$ cat config.mk
export PLATFORM = sky130hd
export DESIGN_NAME = adpcm_voice
export DESIGN_NICKNAME = d
export VERILOG_FILES = /design/src/hw/snd_pkg.sv /design/src/hw/adpcm_voice.sv
export VERILOG_INCLUDE_DIRS = /design/src /design/src/hw
export SDC_FILE = /design/constraint.sdc
export NUM_CORES = 1
export LEC_CHECK = 0
export BUFFER_PORTS_ARGS = -buffer_cell sky130_fd_sc_hd__buf_2
export CORE_MARGIN = 2
export CORE_UTILIZATION = 65
export DETAILED_ROUTE_END_ITERATION = 8
export GPL_TIMING_DRIVEN = 0
export PLACE_DENSITY = 0.86
export SLEW_MARGIN = 5
export SYNTH_ARGS = -nofsm -noshare
export SYNTH_HDL_FRONTEND = slang
export SYNTH_SLANG_ARGS = --single-unit
$ cat constraint.sdc
create_clock -name clk -period 20.8 [get_ports clk]
set_input_delay 1.04 -clock clk [delete_from_list [all_inputs] [get_ports clk]]
set_output_delay 1.04 -clock clk [all_outputs]
set_load 0.005 [all_outputs]
$ cat src/hw/snd_params.svh
// Sound board constants for memory map, clock enable and ADPCM phrase timing
`ifndef SND_PARAMS_SVH
`define SND_PARAMS_SVH

// Work RAM, 2 KB
`define SND_RAM_AW 11

// ADPCM clock enable fires N times every M clocks
`define SND_CEN_N 1
`define SND_CEN_M 48

// Fixed phrase length
`define ADPCM_PHRASE_BYTES 16

// Enables per nibble for each rate select
`define ADPCM_DIV_FAST 8
`define ADPCM_DIV_SLOW 10

`endif
$ cat src/hw/snd_pkg.sv
// Sound board shared types for bus, ROM, samples and the ADPCM state machine
`default_nettype none

package snd_pkg;

    typedef logic [15:0] cpu_addr_t;   // Sound CPU address
    typedef logic [7:0]  byte_t;
    typedef logic [15:0] rom_addr_t;   // Program ROM, 64 KB with banking
    typedef logic [17:0] adpcm_addr_t; // Sample ROM, 256 KB

    typedef logic signed [11:0] adpcm_snd_t;
    typedef logic signed [15:0] sample_t;

    // Wide enough for SND_CEN_M plus SND_CEN_N
    typedef logic [6:0] cen_acc_t;

    typedef enum logic [2:0] {
        IDLE,
        FETCH,
        WAIT_ROM,
        DECODE_HI,
        DECODE_LO
    } adpcm_state_t;

endpackage

`default_nettype wire

$ cat src/hw/adpcm_voice.sv
// Single-voice ADPCM phrase player with sample ROM fetch and nibble decoder
`timescale 1ns/1ps
`default_nettype none
`include "snd_params.svh"

module adpcm_voice import snd_pkg::*; (
    input  wire         clk,
    input  wire         rst,
    input  wire         cen,
    input  wire         rate_fast,
    input  wire         we,
    input  wire byte_t  din,
    output byte_t       dout,
    output adpcm_addr_t adpcm_addr,
    input  wire byte_t  adpcm_data,
    input  wire         adpcm_ok,
    output adpcm_snd_t  sound,
    output logic        strobe
);

    // Standard 49-entry ADPCM step sizes
    localparam logic [10:0] STEP_TAB [0:48] = '{
          16,   17,   19,   21,   23,   25,   28,   31,   34,   37,
          41,   45,   50,   55,   60,   66,   73,   80,   88,   97,
         107,  118,  130,  143,  157,  173,  190,  209,  230,  253,
         279,  307,  337,  371,  408,  449,  494,  544,  598,  658,
         724,  796,  876,  963, 1060, 1166, 1282, 1411, 1552
    };

    adpcm_state_t state;
    byte_t        rom_byte;
    logic         we_l;
    logic [5:0]   step_idx;
    logic [3:0]   div_cnt;
    logic [$clog2(`ADPCM_PHRASE_BYTES)-1:0] byte_cnt;

    logic              cmd_edge, nib_done, decoding;
    logic [3:0]        div_max;
    logic [3:0]        nibble;
    logic [10:0]       step;
    logic [12:0]       delta;
    logic signed [13:0] sum;
    adpcm_snd_t        sound_next;
    logic signed [6:0] idx_sum;
    logic [5:0]        idx_next;

    assign cmd_edge = we & ~we_l;
    assign decoding = (state == DECODE_HI) || (state == DECODE_LO);
    assign div_max  = rate_fast ? 4'(`ADPCM_DIV_FAST - 1) : 4'(`ADPCM_DIV_SLOW - 1);
    assign nib_done = decoding && cen && (div_cnt == div_max);
    assign nibble   = (state == DECODE_HI) ? rom_byte[7:4] : rom_byte[3:0];
    assign dout     = {7'd0, state != IDLE}; // Busy flag

    always_comb begin
        step  = STEP_TAB[step_idx];
        delta = 13'(step >> 3);
        if (nibble[2]) delta = delta + 13'(step);
        if (nibble[1]) delta = delta + 13'(step >> 1);
        if (nibble[0]) delta = delta + 13'(step >> 2);
        sum = nibble[3] ? $signed({{2{sound[11]}}, sound}) - $signed({1'b0, delta})
                        : $signed({{2{sound[11]}}, sound}) + $signed({1'b0, delta});
        if (sum > 14'sd2047)       sound_next = 12'sd2047;  // Clamp to 12 bits
        else if (sum < -14'sd2048) sound_next = -12'sd2048;
        else                       sound_next = sum[11:0];
        idx_sum = $signed({1'b0, step_idx}) +
                  (nibble[2] ? 7'sd2 + $signed({4'd0, nibble[1:0], 1'b0}) : -7'sd1);
        if (idx_sum < 0)            idx_next = 6'd0;
        else if (idx_sum > 7'sd48)  idx_next = 6'd48;
        else                        idx_next = idx_sum[5:0];
    end

    always_ff @(posedge clk or posedge rst) begin
        if (rst) begin
            state      <= IDLE;
            we_l       <= 1'b0;
            adpcm_addr <= '0;
            byte_cnt   <= '0;
            div_cnt    <= '0;
            step_idx   <= '0;
            sound      <= '0;
            strobe     <= 1'b0;
        end else begin
            we_l   <= we;
            strobe <= nib_done;
            if (cmd_edge && din[7]) begin // Start phrase n at n*1024
                state      <= FETCH;
                adpcm_addr <= {1'b0, din[6:0], 10'd0};
                byte_cnt   <= '0;
                step_idx   <= '0;
                sound      <= '0;
            end else if (cmd_edge && din == 8'd0) begin
                state <= IDLE;
                sound <= '0;
            end else begin
                case (state)
                    FETCH: state <= WAIT_ROM; // Let the ROM see the new address
                    WAIT_ROM: if (adpcm_ok) begin
                        state   <= DECODE_HI;
                        div_cnt <= '0;
                    end
                    DECODE_HI, DECODE_LO: if (cen) begin
                        div_cnt <= nib_done ? 4'd0 : div_cnt + 4'd1;
                        if (nib_done) begin
                            sound    <= sound_next;
                            step_idx <= idx_next;
                            if (state == DECODE_HI) begin
                                state <= DECODE_LO;
                            end else if (byte_cnt == ($bits(byte_cnt))'(`ADPCM_PHRASE_BYTES - 1)) begin
                                state <= IDLE;
                            end else begin
                                state      <= FETCH;
                                byte_cnt   <= byte_cnt + 1'b1;
                                adpcm_addr <= adpcm_addr + 1'b1;
                            end
                        end
                    end
                    default: ;
                endcase
            end
        end
    end

    // Byte register only loads from the ROM handshake
    always_ff @(posedge clk) begin
        if (state == WAIT_ROM && adpcm_ok) rom_byte <= adpcm_data;
    end

    step_idx_range: assert property (@(posedge clk) disable iff (rst)
        step_idx <= 6'd48);

    strobe_in_decode: assert property (@(posedge clk) disable iff (rst)
        strobe |-> $past(state) inside {DECODE_HI, DECODE_LO});

endmodule

`default_nettype wire

---- After elaboration in Yosys (flattened, before gate mapping) ----
Memories as Yosys holds them, arrays and structs flattened.
Cells that the tools add are included.
storage, ports and cells
  register bits after elaboration ......... 57
  latch bits .............................. 0
  RAM bits ................................ 0
  ROM bits ................................ 704
  input bits .............................. 22
  output and inout port bits .............. 39
  word-level logic and storage cells ...... 115
  memories ................................ 1
memory list
  memory           depth  width  rd ports  clocked after memory_dff  wr ports  line               source
  (no name shown)  64     11     1         0                         0         adpcm_voice.sv:55  step = STEP_TAB[step_idx];
cells by class
  add/subtract/negate cells ............... 10
  multiply operators ...................... 0
  divide/modulo/power cells ............... 0
  order comparisons ....................... 5
  equal/unequal tests ..................... 14
  shifts and indexed selects .............. 0
  multiplexer cells ....................... 49
  bitwise logic cells ..................... 5
  reduce and logical (&&, ||, !) cells .... 22
operators by type and width
  cell                   count
  $mux 18                7
  $mux 12                7
  $mux 4                 12
  $mux 6                 7
  $mux 13                3
  $mux 11                2
  $add 18x1->18 const B  1
  $mux 3                 6
  $add 12x14->14         1
  $gt 14x12->1 const B   1
  $lt 14x12->1 const B   1
  $mux 14                1
  $sub 12x14->14         1
  $add 13x10->13         1
  $add 13x9->13          1
  $add 8x11->12          1
  $ne 4x4->1 const B     3
  $reduce_bool 3->1      4
  $pmux 3 s3             1
  $add 4x1->4 const B    2
  $logic_not 8->1        1
  $ne 2x2->1 const B     4
  $pmux 4 s2             1
  $reduce_and 4->1       2
  other kinds (24)       34

---- Logic depth before layout (Yosys ltp) ----
Gate-level depths: netlist (run 1).
  depth in word-level cells ............... 20
  mapped depth ............................ 44
  gate-level depth less buffers ........... 42

---- Worst setup path after synthesis (run 1) ----
OpenSTA, ideal clock, no wires.
  path kind ............................... flip-flop to flip-flop
  start ................................... register step_idx[0]
  end ..................................... register sound[2]
  setup time .............................. 0.136 ns
  arrival time ............................ 8.663 ns
  data required time ...................... 20.664 ns
  setup slack ............................. 12.001 ns
  cell stages (with the launch flop) ...... 44
  path buffers ............................ 2
  period minus slack after synthesis ...... 8.799 ns
  cell sequence ........................... dfrtp_1 clkbuf_1 inv_1 ha_1 mux4_2 nand2_1 o21ai_1 a22oi_1 inv_1 ha_1 fa_1 a21o_1 a211oi_1 o21ai_0 o21ai_1 inv_1 ha_1 or2_2 [... 8 more ...] nor2_1 a31oi_1 nor4b_4 nor2_1 xor2_1 ha_1 a21o_1 a21o_1 a31oi_1 a21oi_1 a31o_2 and2_1 o21a_1 nor2_1 xnor3_2 o21ai_2 buf_6 o211ai_2
on the way
  word-level cells in the longest chain between the ends .. 20
  elaborated cells between the ends (all ways) .. 22
  classes of those cells .................. add/sub: 5; order compare: 2; mux: 13; bitwise: 1; memory: 1
RTL lines
  element                                       line                source
  start, declared                               adpcm_voice.sv:33   logic [5:0] step_idx;
  start signal, assigned                        adpcm_voice.sv:105  step_idx <= idx_next;
  $not 6->7 (implied by the code) *             adpcm_voice.sv:55
  $mem_v2 64x11 *                               -
  $mux 11 (implied by the code) * (2 in a row)  adpcm_voice.sv:55
  $add 8x11->12                                 adpcm_voice.sv:57   if (nibble[2]) delta = delta + 13'(step);
  $mux 13                                       adpcm_voice.sv:57
  $add 13x10->13                                adpcm_voice.sv:58   if (nibble[1]) delta = delta + 13'(step >> 1);
  $mux 13                                       adpcm_voice.sv:58
  $add 13x9->13                                 adpcm_voice.sv:59   if (nibble[0]) delta = delta + 13'(step >> 2);
  [... 3 more ...]                              -
  $lt 14x12->1                                  adpcm_voice.sv:63   else if (sum < -14'sd2048) sound_next = -12'sd2048;
  $mux 12                                       adpcm_voice.sv:63
  $mux 12 *                                     adpcm_voice.sv:62   if (sum > 14'sd2047) sound_next = 12'sd2047;
  $mux 12 *                                     adpcm_voice.sv:103  if (nib_done) begin
  $mux 12 *                                     adpcm_voice.sv:101  DECODE_HI, DECODE_LO: if (cen) begin
  $mux 12 *                                     adpcm_voice.sv:95   case (state)
  $mux 12 *                                     adpcm_voice.sv:91   end else if (cmd_edge && din == 8'd0) begin
  $mux 12 *                                     adpcm_voice.sv:85   if (cmd_edge && din[7]) begin
  end signal, assigned                          adpcm_voice.sv:104  sound <= sound_next;
  end, declared                                 adpcm_voice.sv:17   output adpcm_snd_t sound,
Mark *: on every way between the ends. The rest lies on a longest branch, timed or not. The select of a mux whose other input is x is not followed.
A chain may end at the register's enable or synchronous reset.

---- Final worst setup path (run 1) ----
Same ends and word-level chain as after synthesis.

==> run_results.csv, run 1 <==
group,metric,value,unit
synth,ys.flop_type,"dfrtp_1",
power_and_ir_drop,p_leak,3.34,nW
sta,setup_viol,0,
synth,synth_cell_types,81,
synth,syn_area,6370,µm²
synth,synth-xor-area-share,0.0752,
critical_path,crit_slowest_cell,"dfrtp_1",
critical_path,crit_type,"flop to flop",
synth,synth_adder_area_share,0.132,
layout,n_antenna_cell,0,
global_routing,grt_pass1_vias,6092,
cts,cts_max_path_buffers,2,
power_and_ir_drop,p_per_area,67.1,nW/µm²
critical_path,cp_num_buf_inv,5,
sta,grt_setup_unrepaired,"no",
critical_path,critical-path-top-delay-family,"compound AO/OA/AOI/OAI gates",
critical_path,cp_max_fo,10,
drt,drt-wirelength-per-cell,17.2,µm
synth,synth_top_area_share,0.192,
drt,drc,0,
place,portBuffers,53,
critical_path,path_common_cell,"ha_1",
power_and_ir_drop,finalPower,0.470,mW
sta,maxSlewHeadroom,0.448,
synth,async_flop_share,0.860,
layout,drive_gt1_frac,0.143,
power_and_ir_drop,seq_power_share,0.304,
cts,h-tree-depth,3,
synth,yosysSeqAreaShare,0.230,
floorplan,initial_core_util,0.661,
power_and_ir_drop,p_sw_frac,0.430,
place,pre_cts_ws,10.75,ns
floorplan,die_area,10600,µm²
sta,min_period_over_period,0.494,
drt,routed_wl,17300,µm
cts,clkLatencyLatePin,0.36,ns
floorplan,io_pins,61,
critical_path,required,21.01,ns
sta,tightest_slew,0.827,ns
power_and_ir_drop,pwr-share-clk,0.193,
synth,synth_top_family_by_area,"compound AO/OA/AOI/OAI gates",
drt,avgViaCountPerCell,6.35,
layout,seq_area,1470,µm²
cts,hold_buffers,0,
cts,cts_tree,"done",
critical_path,crit_path_start_kind,"flop",
layout,multi_input_area,4590,µm²
cts,clkTransAtPathRegs,0.07,ns
synth,synth_top_cell_by_area,"dfrtp_1",
drt,drtIter0Drc,412,
critical_path,arrival,10.49,ns
place,hpwl,13200,µm
cts,post_cts_buffers,0,
layout,area_growth,10.0,%
power_and_ir_drop,pwr-share-comb,0.503,
min_path,hold_path.class,"flop to flop",
floorplan,die_h,103,µm
sta,timing.final.ws_setup,10.52,ns
floorplan,die_width,103,µm
critical_path,critical-path-max-stage-delay,0.49,ns
synth,synthSimpleGateAreaFrac,0.203,
layout,fillers,770,
global_routing,grt_use_total,0.339,
run,cap_violations,0,
drt,routed-via-count,6392,
floorplan,core_area,9640,µm²
synth,ys_ff_latch,57,
cts,cts.sinks,57,
floorplan,row_count,36,
global_routing,antenna_found_initial,0,
sta,hold_viol,0,
sta,finalCriticalPeriod,10.28,ns
sta,finalSetupTns,0,ns
cts,cts_inserted_buffers,9,
layout,final_nets,954,
global_routing,grt_pass1_wl,28700,µm
layout,layout_common_cells,"nand2_1, nor2_1, a21oi_1",
synth,synthMuxAreaShare,0.0350,
sta,max_freq,97.3,MHz
synth,synth_edf_count,8,
sta,skew,0.0100,ns
global_routing,grt_start_max_net_pins,39,
drt,postRouteAntennaNets,0,
layout,final_common_cell,"nand2_1",
synth,synth-compound-area-share,0.272,
synth,syn_inst,797,
power_and_ir_drop,p_int,0.268,mW
drt,first_pass_iters,5,
global_routing,overflow,0,
synth,synth_warnings,0,
critical_path,worstSetupEndpointType,"flop",
power_and_ir_drop,power.net_switching,0.202,mW
cts,cts_root_buf,"clkbuf_8",
outcome,outcome,"completed",
sta,slew_viol_final,0,
place,gp_congestion,0.962,
synth,synth.area.top_cells,"dfrtp_1, ha_1, a21oi_1",
synth,synth.avg_cell_area,7.99,µm²
power_and_ir_drop,peakVddDrop,71.3,µV
cts,postCtsResizedCells,0,
[layout make-up]
class,count,area share
clock inverters,4,0.00268
clock buffers,12,0.0207
plain buffers,35,0.0266
multi-input cells,672,0.655
well taps,133,0.0237
inverters,39,0.0212
repair buffers,54,0.0407
flip-flops and latches,57,0.209
[registers in the layout (all words and copies together), names as in the netlist]
register    count
strobe          1
we_l            1
state           3
sound          12
byte_cnt        4
rom_byte        8
div_cnt         4
step_idx        6
adpcm_addr     18
[final timing paths]
path	from	end	slack, ns	cells past startpoint
max in group asynchronous	rst	step_idx[1]$_DFFE_PP0P_	19.68	3
setup reg to reg	step_idx[0]$_DFFE_PP0P_	sound[2]$_DFFE_PP0P_	10.52	43
hold reg to reg	adpcm_addr[17]$_DFFE_PP0P_	adpcm_addr[17]$_DFFE_PP0P_	0.55	2
setup / recovery	step_idx[0]$_DFFE_PP0P_	sound[2]$_DFFE_PP0P_	10.52	43
hold / removal	adpcm_addr[17]$_DFFE_PP0P_	adpcm_addr[17]$_DFFE_PP0P_	0.55	2
min in group asynchronous	rst	sound[4]$_DFFE_PP0P_	0.62	2
[power by group through the flow]
stage,logic (mW),registers (mW),clock network (mW)
2_1_floorplan,0.177,0.141,0
3_3_place_gp,0.218,0.143,0
3_5_place_dp,0.230,0.144,0
4_1_cts,0.233,0.142,0.0921
5_1_grt,0.262,0.145,0.0960
6_report,0.236,0.143,0.0909
[metrics by stage]
step | hold slack, ns | std cells | utilization | area, µm²
6_report | 0.551 | 1006 | 0.727 | 7010
5_1_grt | 0.566 | 1006 | 0.727 | 7010
4_1_cts | 0.547 | 1006 | 0.727 | 7010
3_5_place_dp | 0.529 | 990 | 0.710 | 6840
3_3_place_gp | 0.512 | 989 | 0.708 | 6820
2_1_floorplan | 0.485 | 803 | - | 6390
[metal layers]
| metal | GRT usage | vias to the layer above | part of all wire |
|---|---|---|---|
| met3 | 0.0644 | 51 | 0.073 |
| met5 | 0 | - | 0 |
| li1 | - | 3040 | - |
| met4 | 0.134 | 0 | 0.031 |
| met1 | 0.435 | 3016 | 0.42 |
| met2 | 0.566 | 285 | 0.48 |
[cell families after synthesis]
| kind of cell | count (synthesis) |
|---|---|
| flip-flops | 57 |
| AO/OA/AOI/OAI | 260 |
| XOR/XNOR | 53 |
| adder cells (fa/ha/maj) | 64 |
| other | 1 |
| buffers and inverters | 74 |
| AND/OR/NAND/NOR | 269 |
| multiplexers | 19 |
[Yosys cell counts (10+ instances only)]
cell type,count
nand2_1,82
nor2_1,78
a21oi_1,68
ha_1,59
o21ai_0,54
dfrtp_1,49
inv_1,33
xnor2_1,33
xor2_1,19
a21o_1,18
nor3_1,18
nand3_1,13
o22ai_1,13
clkbuf_1,12
nor2b_1,12
buf_2,11
mux2i_1,11
nand2b_1,11
o21a_1,10
o21ai_1,10
[worst min-delay path: stages, from the launching register on]
cell and delay [ns]:
dfrtp_1 0.36, xor2_1 0.07, nor2_1 0.08
(Power assumes the default switching activity.)
==> run 2, diff against run 1 <==
--- a/config.mk
+++ b/config.mk
@@ -8,10 +8,10 @@
 export LEC_CHECK = 0
 export BUFFER_PORTS_ARGS = -buffer_cell sky130_fd_sc_hd__buf_2
 export CORE_MARGIN = 2
-export CORE_UTILIZATION = 65
+export CORE_UTILIZATION = 61
 export DETAILED_ROUTE_END_ITERATION = 8
 export GPL_TIMING_DRIVEN = 0
-export PLACE_DENSITY = 0.86
+export PLACE_DENSITY = 0.82
 export SLEW_MARGIN = 5
 export SYNTH_ARGS = -nofsm -noshare
 export SYNTH_HDL_FRONTEND = slang
==> constraint.sdc (replaced) <==
create_clock -name clk -period 10.59 [get_ports clk]
set_input_delay 0.5295 -clock clk [delete_from_list [all_inputs] [get_ports clk]]
set_output_delay 0.5295 -clock clk [all_outputs]
set_load 0.005 [all_outputs]
==> run_results.csv, run 2 (synthesized netlist as in run 1, its figures left out) <==
group,metric,value,unit
sta,setup_viol,0,
floorplan,die_h,106,µm
critical_path,reg2reg_depth,43,
critical_path,crit_slowest_cell,"mux4_2",
layout,final_nets,954,
critical_path,cp_max_fo,10,
sta,grt_setup_unrepaired,"no",
critical_path,critical-path-top-delay-family,"compound AO/OA/AOI/OAI gates",
sta,finalSetupTns,0,ns
place,portBuffers,53,
global_routing,grt_pass1_wl,28000,µm
layout,seq_area,1470,µm²
global_routing,grt_start_max_net_pins,42,
sta,max_freq,100,MHz
run,cap_violations,0,
sta,hold_viol,0,
power_and_ir_drop,p_per_area,133,nW/µm²
sta,skew,0.0105,ns
drt,drc,0,
drt,routed_wl,16700,µm
drt,drtIter0Drc,533,
layout,top_regs,"adpcm_addr (18), sound (12), rom_byte (8)",
layout,fillers,872,
layout,final_common_cell,"nand2_1",
critical_path,critical-path-max-stage-delay,0.48,ns
floorplan,io_pins,61,
layout,n_antenna_cell,0,
drt,routed.top_layer,"met4",
critical_path,path_common_cell,"ha_1",
floorplan,die_area,11300,µm²
sta,min_period_over_period,0.942,
floorplan,row_count,37,
layout,drive_gt1_frac,0.148,
layout,layout_common_cells,"nand2_1, nor2_1, a21oi_1",
cts,cts_max_path_buffers,2,
outcome,outcome,"completed",
sta,maxSlewHeadroom,0.419,
sta,tightest_slew,0.850,ns
drt,postRouteAntennaNets,0,
layout,top_register,"adpcm_addr",
place,gp_congestion,0.929,
power_and_ir_drop,p_leak,3.35,nW
sta,finalCriticalPeriod,9.98,ns
drt,met3WireLength,845,µm
critical_path,crit_type,"flop to flop",
global_routing,overflow,0,
drt,met1Wirelength,7570,µm
critical_path,cp_num_cells,43,
cts,cts_inserted_buffers,9,
drt,drt-wirelength-per-cell,16.5,µm
sta,hold_ws,0.0965,ns
place,hpwl,13000,µm
critical_path,crit_path_start_kind,"flop",
cts,cts_root_buf,"clkbuf_8",
cts,cts.sinks,57,
global_routing,grt_pass1_vias,5916,
layout,multi_input_area,4600,µm²
cts,hold_buffers,0,
cts,h-tree-depth,3,
cts,cts_tree,"done",
floorplan,die_width,106,µm
cts,clkTransAtPathRegs,0.06,ns
drt,avgViaCountPerCell,6.14,
layout,largest_reg_flops,18,
sta,slew_viol_final,0,
power_and_ir_drop,peakVddDrop,143,µV
critical_path,worstSetupEndpointType,"flop",
min_path,hold_path.class,"input pin to asynchronous set/reset pin",
critical_path,cp_num_buf_inv,5,
critical_path,required,10.80,ns
floorplan,core_area,10200,µm²
drt,wl_met2,7890,µm
cts,clkLatencyLatePin,0.35,ns
drt,routed-via-count,6195,
cts,post_cts_buffers,0,
floorplan,initial_core_util,0.623,
global_routing,grt_use_total,0.308,
layout,area_growth,10.5,%
drt,first_pass_iters,8,
cts,postCtsResizedCells,0,
global_routing,antenna_found_initial,0,
critical_path,arrival,10.19,ns
## run 2: changes by cell type in the layout (fill, tap and decap cells not counted)
cell and change:
clkbuf_1 -2, clkinv_2 -2, a31oi_1 -1, a31oi_2 +1
clkbuf_2 +1, clkbuf_8 +1, clkinv_1 -1, clkinv_4 +1
clkinvlp_4 +1, inv_4 +1
## run 2: area by class of cell
type	instances	area share
inverter	39	0.0212
clock buffer	12	0.0220
buffer	35	0.0267
timing repair buffer	54	0.0405
tap	136	0.0242
sequential	57	0.208
multi-input combinational	672	0.653
clock inverter	4	0.00391
## run 2: worst paths after layout
path / to / startpoint / slack [ns]
setup / recovery: sound[7]$_DFFE_PP0P_ / step_idx[0]$_DFFE_PP0P_ / 0.61
hold / removal: sound[3]$_DFFE_PP0P_ / rst / 0.1
setup reg to reg: sound[7]$_DFFE_PP0P_ / step_idx[0]$_DFFE_PP0P_ / 0.61
hold reg to reg: sound[0]$_DFFE_PP0P_ / sound[0]$_DFFE_PP0P_ / 0.53
max in group asynchronous: we_l$_DFF_PP0_ / rst / 10.00
min in group clk: we_l$_DFF_PP0_ / we / 0.29
## run 2: layer usage
layer,vias up,global-route usage
li1,3040,-
met1,2905,0.410
met2,215,0.516
met3,35,0.0368
met4,0,0.109
met5,-,0
## run 2: where the power goes
group | internal, mW | switching, mW
combinational | 0.189 | 0.275
sequential | 0.248 | 0.0326
clock | 0.0977 | 0.0915
## run 2: through the flow
step	area (µm²)	total power, mW	utilization	worst slack, ns	cells
CTS	7030	0.926	0.687	0.482	1009
global placement	6830	0.710	0.667	0.688	992
global route	7040	0.998	0.688	0.0739	1009
finish	7040	0.934	0.688	0.611	1009
floorplan	6390	0.624	-	1.79	803
detailed placement	6850	0.734	0.669	0.558	993
