**config.mk**
```make
export PLATFORM = sky130hd
export DESIGN_NAME = snd_cen
export DESIGN_NICKNAME = d
export VERILOG_FILES = /design/src/hw/snd_pkg.sv /design/src/hw/snd_cen.sv
export VERILOG_INCLUDE_DIRS = /design/src /design/src/hw
export SDC_FILE = /design/constraint.sdc
export NUM_CORES = 1
export LEC_CHECK = 0
export BUFFER_PORTS_ARGS = -buffer_cell sky130_fd_sc_hd__buf_2
export CAP_MARGIN = 5
export CORE_AREA = 2 2 39 41
export DETAILED_ROUTE_END_ITERATION = 16
export DIE_AREA = 0 0 41 43
export SYNTH_ARGS = -nofsm -noshare
export SYNTH_HDL_FRONTEND = slang
export SYNTH_SLANG_ARGS = --single-unit
```
**constraint.sdc**
```tcl
create_clock -name clk -period 3.6 [get_ports clk]
set_clock_uncertainty 0.1 [all_clocks]
set_input_delay 0.54 -clock clk [delete_from_list [all_inputs] [get_ports clk]]
set_output_delay 0.54 -clock clk [all_outputs]
set_load 0.02 [all_outputs]
```
**src/hw/snd_params.svh**
```systemverilog
// Sound board constants for memory map, clock enable and ADPCM phrase timing
`ifndef SND_PARAMS_SVH
`define SND_PARAMS_SVH

// Work RAM, 2 KB
`define SND_RAM_AW 11

// ADPCM clock enable fires N times every M clocks
`define SND_CEN_N 1
`define SND_CEN_M 48

// Fixed phrase length
`define ADPCM_PHRASE_BYTES 16

// Enables per nibble for each rate select
`define ADPCM_DIV_FAST 8
`define ADPCM_DIV_SLOW 10

`endif
```
**src/hw/snd_pkg.sv**
```systemverilog
// Sound board shared types for bus, ROM, samples and the ADPCM state machine
`default_nettype none

package snd_pkg;

    typedef logic [15:0] cpu_addr_t;   // Sound CPU address
    typedef logic [7:0]  byte_t;
    typedef logic [15:0] rom_addr_t;   // Program ROM, 64 KB with banking
    typedef logic [17:0] adpcm_addr_t; // Sample ROM, 256 KB

    typedef logic signed [11:0] adpcm_snd_t;
    typedef logic signed [15:0] sample_t;

    // Wide enough for SND_CEN_M plus SND_CEN_N
    typedef logic [6:0] cen_acc_t;

    typedef enum logic [2:0] {
        IDLE,
        FETCH,
        WAIT_ROM,
        DECODE_HI,
        DECODE_LO
    } adpcm_state_t;

endpackage

`default_nettype wire

```
**src/hw/snd_cen.sv**
```systemverilog
// Fractional clock enable generator pacing the ADPCM voice
`timescale 1ns/1ps
`default_nettype none
`include "snd_params.svh"

module snd_cen import snd_pkg::*; (
    input  wire  clk,
    input  wire  rst,
    output logic cen
);

    cen_acc_t acc;
    cen_acc_t acc_next;

    assign acc_next = acc + cen_acc_t'(`SND_CEN_N);

    always_ff @(posedge clk or posedge rst) begin
        if (rst) begin
            acc <= '0;
            cen <= 1'b0;
        end else begin
            if (acc_next >= cen_acc_t'(`SND_CEN_M)) begin
                acc <= acc_next - cen_acc_t'(`SND_CEN_M); // Keep the remainder
                cen <= 1'b1;
            end else begin
                acc <= acc_next;
                cen <= 1'b0;
            end
        end
    end

    // N/M is well under one half so pulses never touch
    cen_single_pulse: assert property (@(posedge clk) disable iff (rst)
        cen |=> !cen);

endmodule

`default_nettype wire

```
### Word level (Yosys, flattened, before mapping)

Index checks and enable logic that the tools add are counted.

| cells by class | value |
|---|---|
| $mul | 0 |
| equal/unequal tests | 0 |
| div/mod/pow operators | 0 |
| reductions and logical operators | 0 |
| $lt $le $gt $ge | 1 |
| shift operators | 0 |
| add/sub/neg operators | 2 |
| bitwise logic cells | 0 |
| muxes and demuxes | 2 |

Operators by type and width:

| operator | count |
|---|---|
| 7-bit by 1-bit adder with 7-bit output, second input constant | 1 |
| 7-bit by 6-bit greater-or-equal comparator with 1-bit output, second input constant | 1 |
| 7-bit 2-to-1 mux | 1 |
| 7-bit by 6-bit subtractor with 7-bit output, second input constant | 1 |
| 1-bit 2-to-1 mux | 1 |

| storage, ports and cells | value |
|---|---|
| latch bits | 0 |
| input bits | 2 |
| register bits after elaboration | 8 |
| ROM bits | 0 |
| memories | 0 |
| output and inout bits | 1 |
| RAM bits | 0 |

### Depth between registers and ports, before layout

Gate-level depths: netlist of run 1.

| depth | value |
|---|---|
| depth after elaboration | 3 |
| depth in mapped cells | 9 |

### Worst setup path after synthesis of run 1

Ideal clock, no wire load.

| path | value |
|---|---|
| kind | reg-to-reg |
| from | register acc[0] |
| to | register acc[4] |
| slack | 1.462 ns |
| buffers on the path | 0 |
| period minus slack after synthesis | 2.138 ns |
| data arrival time | 1.913 ns |
| stages on the path, launching flop included | 10 |
| path through | dfrtp_1 ha_1 nand3_2 xor2_1 o21bai_1 inv_1 ha_1 nand2_1 o311a_2 mux2_4 |

| between the ends | value |
|---|---|
| longest elaborated chain between the ends | 3 |

RTL lines:

| element | RTL line | text |
|---|---|---|
| start: declaration | snd_cen.sv:12 | `cen_acc_t acc;` |
| start signal: assignment | snd_cen.sv:23 | `` acc <= acc_next - cen_acc_t'(`SND_CEN_M); `` |
| start signal: assignment | snd_cen.sv:26 | `acc <= acc_next;` |
| 7-bit by 1-bit adder with 7-bit output * | snd_cen.sv:15 | `` assign acc_next = acc + cen_acc_t'(`SND_CEN_N); `` |
| 7-bit by 6-bit subtractor with 7-bit output / 7-bit by 6-bit greater-or-equal comparator with 1-bit output (equally long branches) | snd_cen.sv:23, snd_cen.sv:22 |  |
| 7-bit 2-to-1 mux * | snd_cen.sv:22 | `` if (acc_next >= cen_acc_t'(`SND_CEN_M)) begin `` |

Every way passes the cells marked *; elsewhere a longest branch is shown, timed or not.

### Final worst setup path of run 1

Ends and elaborated chain as after synthesis.

==> impl_metrics.json, run 1 <==
{
  "insertion_delay_of_the_later_clocked_pin_in_the_worst_skew_pair_ns": 0.25,
  "worst-setup-path-type": "reg -> reg",
  "dp_hpwl_um": 483,
  "ir_drop_mv": 0.207,
  "proportion_of_layout_cells_with_a_drive_suffix_above_1": 0.220,
  "placed_cells": 54,
  "synth_warn": 0,
  "global_route.usage.met2": 0.147,
  "layout.cells.non_filler": 57,
  "cts_root_buffer": "sky130_fd_sc_hd__clkbuf_4",
  "run_status": "complete, no violations",
  "tightestPinTransition_ns": 0.388,
  "route.detailed.drc": 0,
  "path_cells": "ha_1 -> nand3_2 -> xor2_1 -> o21bai_1 -> inv_1 -> ha_1 -> nand2_1 -> o311a_2 -> mux2_4",
  "setup.worst_path.start": "acc[0]",
  "netlist.top_cell.by_area": "sky130_fd_sc_hd__dfrtp_1",
  "power.density_cell_area_nw_per_um2": 354,
  "finalWeightedCongestion": 0.726,
  "yosys_register_bits": 8,
  "dieArea_sq_um": 1760,
  "antenna_found_initial": 0,
  "normalized_max_slew_margin": 0.739,
  "postLayoutCellArea_sq_um": 455,
  "cts.clk_slew.worst_paths_ns": 0.05,
  "postSynthAreaPerCell_sq_um": 11.2,
  "met3_usage": 0,
  "crit_path_start_kind": "flop",
  "aggregate_global_routing_overflow": 0,
  "nFillCells": 145,
  "critical_path.endpoint_type": "flop",
  "antenna_cells_inserted": 0,
  "tritoncts_sink_count": 8,
  "nets": 48,
  "cpPeakStageDelay_ns": 0.42,
  "pin_count_of_the_biggest_net_entering_global_routing": 9,
  "worst_slack_ns": 1.30,
  "pin_count": 3,
  "cts_tree": "built",
  "met1_usage": 0.128,
  "cts_setup_buffers": 0,
  "grt_first_pass_wirelength_um": 1170,
  "post_cts_resized": 0,
  "yosys.cell_count.top_type": "sky130_fd_sc_hd__dfrtp_1",
  "hold_ws_ns": 0.114,
  "grt_busiest_layer": "met2",
  "hold_buffers": 0,
  "cts.path.max_buffers": 2,
  "grt_setup_unrepaired": "false",
  "hold_wc_path_type": "in -> async",
  "finish.utilization": 0.329,
  "dpl_worst_slack_ns": 1.30,
  "avgRoutedWirePerCell_um": 10.8,
  "multiInputGateArea_sq_um": 191,
  "cp_common_cell": "sky130_fd_sc_hd__ha_1",
  "syn_area_sq_um": 403,
  "routed-via-count": 262,
  "total_leakage_power_nw": 0.239,
  "rows": 14,
  "critical_path_arrival_ns": 2.34,
  "post_synth_inst_count": 36,
  "commonest_register_cell_after_synthesis": "sky130_fd_sc_hd__dfrtp_1",
  "async_flop_share": 1.00,
  "max_freq_mhz": 434,
  "finalWirelength_um": 616,
  "initial_utilization": 0.291,
  "timing.final.hold_violations": 0,
  "synth_enable_flop_cells": 0,
  "synthTopCellsByArea": "sky130_fd_sc_hd__dfrtp_1 (50%), sky130_fd_sc_hd__ha_1 (9.3%), sky130_fd_sc_hd__nand3_2 (5.0%)",
  "drv.max_cap_violation_count": 0,
  "report.power.total_mw": 0.161,
  "finalCriticalPeriod_ns": 2.30,
  "die_h_um": 43,
  "yosysTopAreaCellShare": 0.497,
  "crit_reg_reg_startpoint": "acc[0]",
  "share_of_the_cycle_needed_by_the_critical_path_after_routing": 0.640,
  "dpl-instance-area_sq_um": 433,
  "setup-tns-final_ns": 0,
  "global_router_s_overall_resource_usage": 0.102,
  "core_sq_um": 1380,
  "critical_path_peak_fanout": 5,
  "grt_pass1_vias": 302,
  "antenna_left": 0,
  "setup_viol_count_final": 0,
  "die_width_um": 41,
  "critical-path-slowest-cell": "sky130_fd_sc_hd__dfrtp_1",
  "ys_seq_area_frac": 0.497,
  "area.growth.synth_to_final_pct": 13.0,
  "drtIter0Drc": 12,
  "critPathRequiredTime_ns": 3.64,
  "port-buffer-count": 2,
  "htree_num_levels": 1,
  "final_max_slew_viol_count": 0,
  "number_of_library_cell_types_mapped_by_synthesis": 16,
  "cts_buffers": 3,
  "regArea_sq_um": 200,
  "rr_worst_depth": 9,
  "post_synth_most_frequent_cells": "sky130_fd_sc_hd__dfrtp_1 (8), sky130_fd_sc_hd__nand2_1 (4), sky130_fd_sc_hd__ha_1 (3), sky130_fd_sc_hd__inv_1 (3), sky130_fd_sc_hd__o21ai_0 (3)",
  "route.detailed.vias_per_inst": 4.60,
  "syn-num-nets": 41,
  "detailedRoute.firstPassIterationCount": 4
}
worst paths after layout:
check	end	slack, ns
max in group asynchronous	acc[1]	3.06
worst max register to register	acc[4]	1.30
min in group clk	acc[0]	0.41
worst min register to register	acc[0]	0.41
worst min-delay path	acc[2]	0.11
worst max-delay path	acc[4]	1.30
final cells by class:
class	count	share of cell area
tap	16	0.0440
inverter	3	0.0247
clock buffer	3	0.0495
sequential	8	0.440
multi-input combinational	25	0.420
timing repair buffer	2	0.0220
metal layers:
| metal | share of wire | up-vias |
|---|---|---|
| li1 | - | 135 |
| met1 | 0.50 | 116 |
| met2 | 0.43 | 5 |
| met3 | 0.011 | 6 |
| met4 | 0.058 | 0 |
| met5 | 0 | - |
worst max-delay path: cells and delay by family, from the launching register on:
family                   cells  cell delay [ns]
adder cells (fa/ha/maj)      2             0.43
flip-flops                   1             0.42
multiplexers                 1             0.30
XOR/XNOR                     1             0.31
AO/OA/AOI/OAI                2             0.39
AND/OR/NAND/NOR              2             0.16
buffers and inverters        1             0.07
report_power, final:
| group | total, mW | switching (mW) | internal, mW | leakage, nW |
|---|---|---|---|---|
| Sequential | 0.0900 | 0 | 0.0900 | 0.108 |
| Clock | 0.0691 | 0.0309 | 0.0382 | 0.0138 |
| Combinational | 0.00217 | 0.00172 | 0.000454 | 0.117 |
layout by cell type, fill, tap and decap left out:
cell type,instances
sky130_fd_sc_hd__and2_1,1
sky130_fd_sc_hd__mux2_4,1
sky130_fd_sc_hd__o21a_1,1
sky130_fd_sc_hd__nand2_1,4
sky130_fd_sc_hd__clkbuf_4,3
sky130_fd_sc_hd__inv_1,3
sky130_fd_sc_hd__buf_2,2
sky130_fd_sc_hd__ha_1,3
sky130_fd_sc_hd__or3_1,2
sky130_fd_sc_hd__a21boi_0,1
sky130_fd_sc_hd__dfrtp_1,8
sky130_fd_sc_hd__xor2_1,2
sky130_fd_sc_hd__xnor2_1,1
sky130_fd_sc_hd__o311a_2,1
sky130_fd_sc_hd__o21ai_0,3
sky130_fd_sc_hd__nor3_1,2
sky130_fd_sc_hd__nand3_2,2
sky130_fd_sc_hd__o21bai_1,1
flip-flops by register name, indices dropped and copies added (netlist names):
register / cells
acc: 7
cen: 1
cell families (layout without fill, tap and decap cells):
logic type | after synthesis | count (layout) | synth area share
AO/OA/AOI/OAI | 7 | 7 | 0.121
XOR/XNOR | 3 | 3 | 0.0652
adder cells (fa/ha/maj) | 3 | 3 | 0.0932
buffers and inverters | 3 | 8 | 0.0279
flip-flops | 8 | 8 | 0.497
multiplexers | 1 | 1 | 0.0373
AND/OR/NAND/NOR | 11 | 11 | 0.158
No activity file was read; power rests on OpenSTA's default activity.
==> run 2, diff against run 1 <==
- clock period: 3.6 -> 2.3 ns (I/O delays scaled with it)
==> run 2 against run 1 <==
Sequential share of layout area decreased by 5.2 points. Flip-flop and latch count unchanged. First-iteration DRC count down 83%. Sequential power grew 57%. Largest power group unchanged. Setup slack worse by 1.1 ns. Count of clock-buffer cells in the layout stayed put. Final area rose by 13%. Via count rose by 9.5%.
==> impl_metrics.json, run 2 (synthesis gave the netlist of run 1 again) <==
{
  "run_status": "complete, no violations",
  "proportion_of_layout_cells_with_a_drive_suffix_above_1": 0.348,
  "critPathRequiredTime_ns": 2.34,
  "dpl_worst_slack_ns": 0.158,
  "core_sq_um": 1380,
  "met1_usage": 0.130,
  "critical_path_arrival_ns": 2.17,
  "power.share.combinational": 0.019,
  "mostFrequentLayoutCell": "sky130_fd_sc_hd__dfrtp_1",
  "worst-setup-path-type": "reg -> reg",
  "normalized_max_slew_margin": 0.807,
  "port-buffer-count": 2,
  "setup-tns-final_ns": 0,
  "timing.final.hold_violations": 0,
  "switching_share": 0.194,
  "drv.max_cap_violation_count": 0,
  "finalWirelength_um": 637,
  "drtIter0Drc": 2,
  "cts_tree": "built",
  "internal-power_mw": 0.202,
  "share_of_the_cycle_needed_by_the_critical_path_after_routing": 0.927,
  "dp_hpwl_um": 495,
  "cts_buffers": 3,
  "grt_setup_unrepaired": "false",
  "crit_path_start_kind": "flop",
  "critical_path_peak_fanout": 4,
  "power.net_switching_mw": 0.0485,
  "detailedRoute.firstPassIterationCount": 3,
  "route.detailed.drc": 0,
  "final_max_slew_viol_count": 0,
  "antenna_cells_inserted": 0,
  "finish.utilization": 0.373,
  "nFillCells": 145,
  "avgRoutedWirePerCell_um": 10.3,
  "grt_busiest_layer": "met2",
  "global_route.usage.met2": 0.144,
  "finalWeightedCongestion": 0.736,
  "top_regs": "acc: 7 flops, cen: 1 flops",
  "met3_usage": 0,
  "postLayoutCellArea_sq_um": 517,
  "die_width_um": 41,
  "insertion_delay_of_the_later_clocked_pin_in_the_worst_skew_pair_ns": 0.25,
  "total_leakage_power_nw": 0.254,
  "pin_count": 3,
  "hold_wc_path_type": "reg -> reg",
  "largest-register": "acc",
  "most-common-layout-cells": "sky130_fd_sc_hd__dfrtp_1 (8), sky130_fd_sc_hd__nand2_1 (4), sky130_fd_sc_hd__buf_4 (4)",
  "layout.cells.non_filler": 62,
  "initial_utilization": 0.291,
  "cts_root_buffer": "sky130_fd_sc_hd__clkbuf_4",
  "finalCriticalPeriod_ns": 2.13,
  "htree_num_levels": 1,
  "placed_cells": 58,
  "rows": 14,
  "max_freq_mhz": 469,
  "power.clock.fraction": 0.419,
  "largest_reg_flops": 7,
  "dpl-instance-area_sq_um": 463,
  "power.density_cell_area_nw_per_um2": 485,
  "area.growth.synth_to_final_pct": 28.3,
  "power.share.sequential": 0.562,
  "aggregate_global_routing_overflow": 0,
  "dieArea_sq_um": 1760,
  "ir_drop_mv": 0.218,
  "pin_count_of_the_biggest_net_entering_global_routing": 9,
  "global_router_s_overall_resource_usage": 0.102,
  "route.detailed.vias_per_inst": 4.63,
  "routed-via-count": 287,
  "tightestPinTransition_ns": 0.290,
  "nets": 53,
  "antenna_found_initial": 0,
  "cts.path.max_buffers": 2,
  "grt_pass1_vias": 305,
  "cts.clk_slew.worst_paths_ns": 0.05,
  "worst_slack_ns": 0.167,
  "critical_path.endpoint_type": "flop",
  "tritoncts_sink_count": 8,
  "cts_setup_buffers": 0,
  "antenna_left": 0,
  "grt_first_pass_wirelength_um": 1190,
  "die_h_um": 43,
  "setup_viol_count_final": 0
}
[run 2: worst max-delay path: stages (launching register included)]
cell,delay (ns)
sky130_fd_sc_hd__dfrtp_1,0.39
sky130_fd_sc_hd__ha_4,0.16
sky130_fd_sc_hd__nand3_2,0.09
sky130_fd_sc_hd__xor2_1,0.17
sky130_fd_sc_hd__o21bai_2,0.21
sky130_fd_sc_hd__inv_1,0.06
sky130_fd_sc_hd__ha_1,0.12
sky130_fd_sc_hd__nand2_1,0.05
sky130_fd_sc_hd__o311a_2,0.37
sky130_fd_sc_hd__mux2_4,0.30
[run 2: layer usage]
metal | wire length, um | share of wire
met5 | 0 | 0
met4 | 17 | 0.027
met3 | 0 | 0
met2 | 325 | 0.51
met1 | 294 | 0.46
[run 2: area by class of cell]
cell class / count / area (sq um) / share of cell area
clock buffer: 3 / 22.5 / 0.0436
multi-input combinational: 25 / 213 / 0.412
tap: 16 / 20.0 / 0.0387
sequential: 8 / 200 / 0.387
timing repair buffer: 7 / 50.0 / 0.0969
inverter: 3 / 11.3 / 0.0218
[run 2: final timing paths]
| path | from | endpoint | slack (ns) | cells past startpoint |
|---|---|---|---|---|
| max reg2reg | acc[1] | acc[4] | 0.17 | 9 |
| max in group asynchronous | rst | acc[1] | 1.39 | 3 |
| min in group asynchronous | rst | acc[2] | 0.48 | 3 |
| min | acc[2] | acc[2] | 0.45 | 1 |
| min reg2reg | acc[2] | acc[2] | 0.45 | 1 |
| max | acc[1] | acc[4] | 0.17 | 9 |
[run 2: timing repair]
item / in CTS / in global routing
gates resized for setup: 0 / 4
hold buffers: 1 / 0
setup endpoints to repair: 0 / 1
hold endpoints to repair: 8 / 0
[run 2: stage by stage]
stage | power [mW] | hold WS (ns)
5_1_grt | 0.260 | 0.468
6_report | 0.251 | 0.450
4_1_cts | 0.255 | 0.442
2_1_floorplan | 0.146 | 0.0607
3_5_place_dp | 0.147 | 0.201
3_3_place_gp | 0.147 | 0.194
[run 2: power groups by stage]
stage / combinational [mW] / clock (mW) / sequential [mW]
after floorplan: 0.00220 / 0 / 0.143
after global placement: 0.00354 / 0 / 0.143
after detailed placement: 0.00368 / 0 / 0.143
after CTS: 0.00501 / 0.109 / 0.141
after global routing: 0.00561 / 0.113 / 0.141
final: 0.00477 / 0.105 / 0.141
==> run 3, diff against run 2 <==
- clock period: 2.3 -> 1.9 ns (I/O delays scaled with it)
==> run 3 against run 2 <==
The flow now finishes with violations (setup timing). Worst hold slack worse by 0.036 ns. Fmax is 2.4% higher. Total power grew 23%. Non-clock buffer count up 7. Largest cell class unchanged.
==> impl_metrics.json, run 3 (synthesis gave the netlist of run 1 again) <==
{
  "run_status": "complete, but fails checks",
  "violations": "setup timing",
  "ir_drop_mv": 0.252,
  "finalCriticalPeriod_ns": 2.08,
  "crit-reg2reg-capture": "acc[4]",
  "global_router_s_overall_resource_usage": 0.126,
  "critical_path.endpoint_type": "flop",
  "power.clock.fraction": 0.427,
  "drtIter0Drc": 0,
  "power.net_switching_mw": 0.0628,
  "postLayoutCellArea_sq_um": 597,
  "proportion_of_layout_cells_with_a_drive_suffix_above_1": 0.491,
  "worst-setup-path-type": "reg -> reg",
  "cp_common_cell": "sky130_fd_sc_hd__ha_2",
  "critical_path_arrival_ns": 2.12,
  "final_max_slew_viol_count": 0,
  "critPathRequiredTime_ns": 1.94,
  "avgRoutedWirePerCell_um": 10.4,
  "port-buffer-count": 2,
  "nFillCells": 132,
  "die_h_um": 43,
  "dieArea_sq_um": 1760,
  "power.share.sequential": 0.554,
  "tightestPinTransition_ns": 0.305,
  "rows": 14,
  "routed-via-count": 310,
  "critical_path_peak_fanout": 3,
  "internal-power_mw": 0.245,
  "drv.max_cap_violation_count": 0,
  "max_freq_mhz": 480,
  "finalWirelength_um": 716,
  "top_regs": "acc: 7 flops, cen: 1 flops",
  "cts.clk_slew.worst_paths_ns": 0.06,
  "grt_first_pass_wirelength_um": 1340,
  "route.detailed.vias_per_inst": 4.49,
  "multiInputGateArea_sq_um": 240,
  "die_width_um": 41,
  "aggregate_global_routing_overflow": 0,
  "crit_reg_reg_startpoint": "acc[0]",
  "power.density_cell_area_nw_per_um2": 516,
  "core_sq_um": 1380,
  "initial_utilization": 0.291,
  "cpPeakStageDelay_ns": 0.35,
  "grt_pass1_vias": 340,
  "most-common-layout-cells": "sky130_fd_sc_hd__buf_4 (11), sky130_fd_sc_hd__dfrtp_1 (8), sky130_fd_sc_hd__nand2_1 (4)",
  "cts.path.max_buffers": 2,
  "antenna_left": 0,
  "crit_path_start_kind": "flop",
  "nets": 60,
  "regArea_sq_um": 200,
  "finish.utilization": 0.431,
  "largest-register": "acc",
  "rr_worst_depth": 9,
  "detailedRoute.firstPassIterationCount": 1,
  "dpl-instance-area_sq_um": 542,
  "cts_tree": "built",
  "area.growth.synth_to_final_pct": 48.1,
  "finalWeightedCongestion": 0.667,
  "switching_share": 0.204,
  "antenna_found_initial": 0,
  "timing.final.hold_violations": 0,
  "route.detailed.drc": 0,
  "critical-path-slowest-cell": "sky130_fd_sc_hd__dfrtp_1",
  "reg2reg_setup_slack_ns": -0.18,
  "mostFrequentLayoutCell": "sky130_fd_sc_hd__buf_4",
  "cts_buffers": 3,
  "path_cells": "ha_2 -> nand3_4 -> xor2_2 -> o21bai_4 -> inv_1 -> ha_2 -> nand2_1 -> o311a_4 -> mux2_4",
  "cts_root_buffer": "sky130_fd_sc_hd__clkbuf_4",
  "setup_viol_count_final": 4,
  "antenna_cells_inserted": 0,
  "insertion_delay_of_the_later_clocked_pin_in_the_worst_skew_pair_ns": 0.26,
  "dp_hpwl_um": 574,
  "power.share.combinational": 0.019,
  "setup-tns-final_ns": -0.421,
  "hold_wc_path_type": "in -> async",
  "total_leakage_power_nw": 0.298,
  "normalized_max_slew_margin": 0.796,
  "pin_count": 3,
  "largest_reg_flops": 7,
  "pin_count_of_the_biggest_net_entering_global_routing": 9,
  "share_of_the_cycle_needed_by_the_critical_path_after_routing": 1.10,
  "worst_slack_ns": -0.182,
  "grt_setup_unrepaired": "true",
  "htree_num_levels": 1,
  "tritoncts_sink_count": 8
}
run 3: routing by layer:
layer / vias to the layer above / wire length, um / track usage
met5: - / 0 / 0
met4: 0 / 38 / 0.120
met2: 5 / 361 / 0.175
met3: 5 / 24 / 0.0471
met1: 143 / 291 / 0.135
li1: 157 / - / -
run 3: worst max path at each step:
stage	start	end	slack, ns	cells past startpoint
6_report	acc[0]	acc[4]	-0.18	9
5_1_grt	acc[0]	acc[4]	-0.30	8
3_3_place_gp	acc[0]	acc[4]	-0.18	9
4_1_cts	acc[0]	acc[4]	-0.21	9
3_5_place_dp	acc[1]	acc[6]	-0.22	10
2_1_floorplan	acc[0]	acc[4]	-0.22	9
run 3: repair_timing:
item,CTS,global route
gates resized for setup,3,2
setup buffers,1,0
hold endpoints to repair,8,0
hold buffers,1,0
pin swaps,2,0
setup endpoints to repair,4,4
run 3: per-stage QoR:
stage	power (mW)	std cells	hold slack (ns)	worst slack, ns
4_1_cts	0.317	69	0.412	-0.209
6_report	0.308	69	0.414	-0.182
2_1_floorplan	0.176	36	0.000658	-0.222
3_5_place_dp	0.178	64	0.150	-0.216
5_1_grt	0.328	69	0.454	-0.301
3_3_place_gp	0.178	64	0.145	-0.184
run 3: final cells by class:
class                      count  share of cell area
clock buffer                   3              0.0377
inverter                       3              0.0189
multi-input combinational     25               0.403
sequential                     8               0.335
tap                           16              0.0335
timing repair buffer          14               0.172
run 3: power groups by stage:
stage / registers, mW / logic [mW] / clock network (mW)
6_report: 0.171 / 0.00583 / 0.132
4_1_cts: 0.170 / 0.00623 / 0.141
3_5_place_dp: 0.173 / 0.00469 / 0
3_3_place_gp: 0.173 / 0.00455 / 0
2_1_floorplan: 0.173 / 0.00266 / 0
5_1_grt: 0.170 / 0.00704 / 0.151
run 3: critical path: cells and delay by family (launching register included):
| family | cells | cell delay [ns] |
|---|---|---|
| AND/OR/NAND/NOR | 2 | 0.16 |
| buffers and inverters | 1 | 0.06 |
| flip-flops | 1 | 0.35 |
| multiplexers | 1 | 0.30 |
| AO/OA/AOI/OAI | 2 | 0.48 |
| XOR/XNOR | 1 | 0.16 |
| adder cells (fa/ha/maj) | 2 | 0.36 |
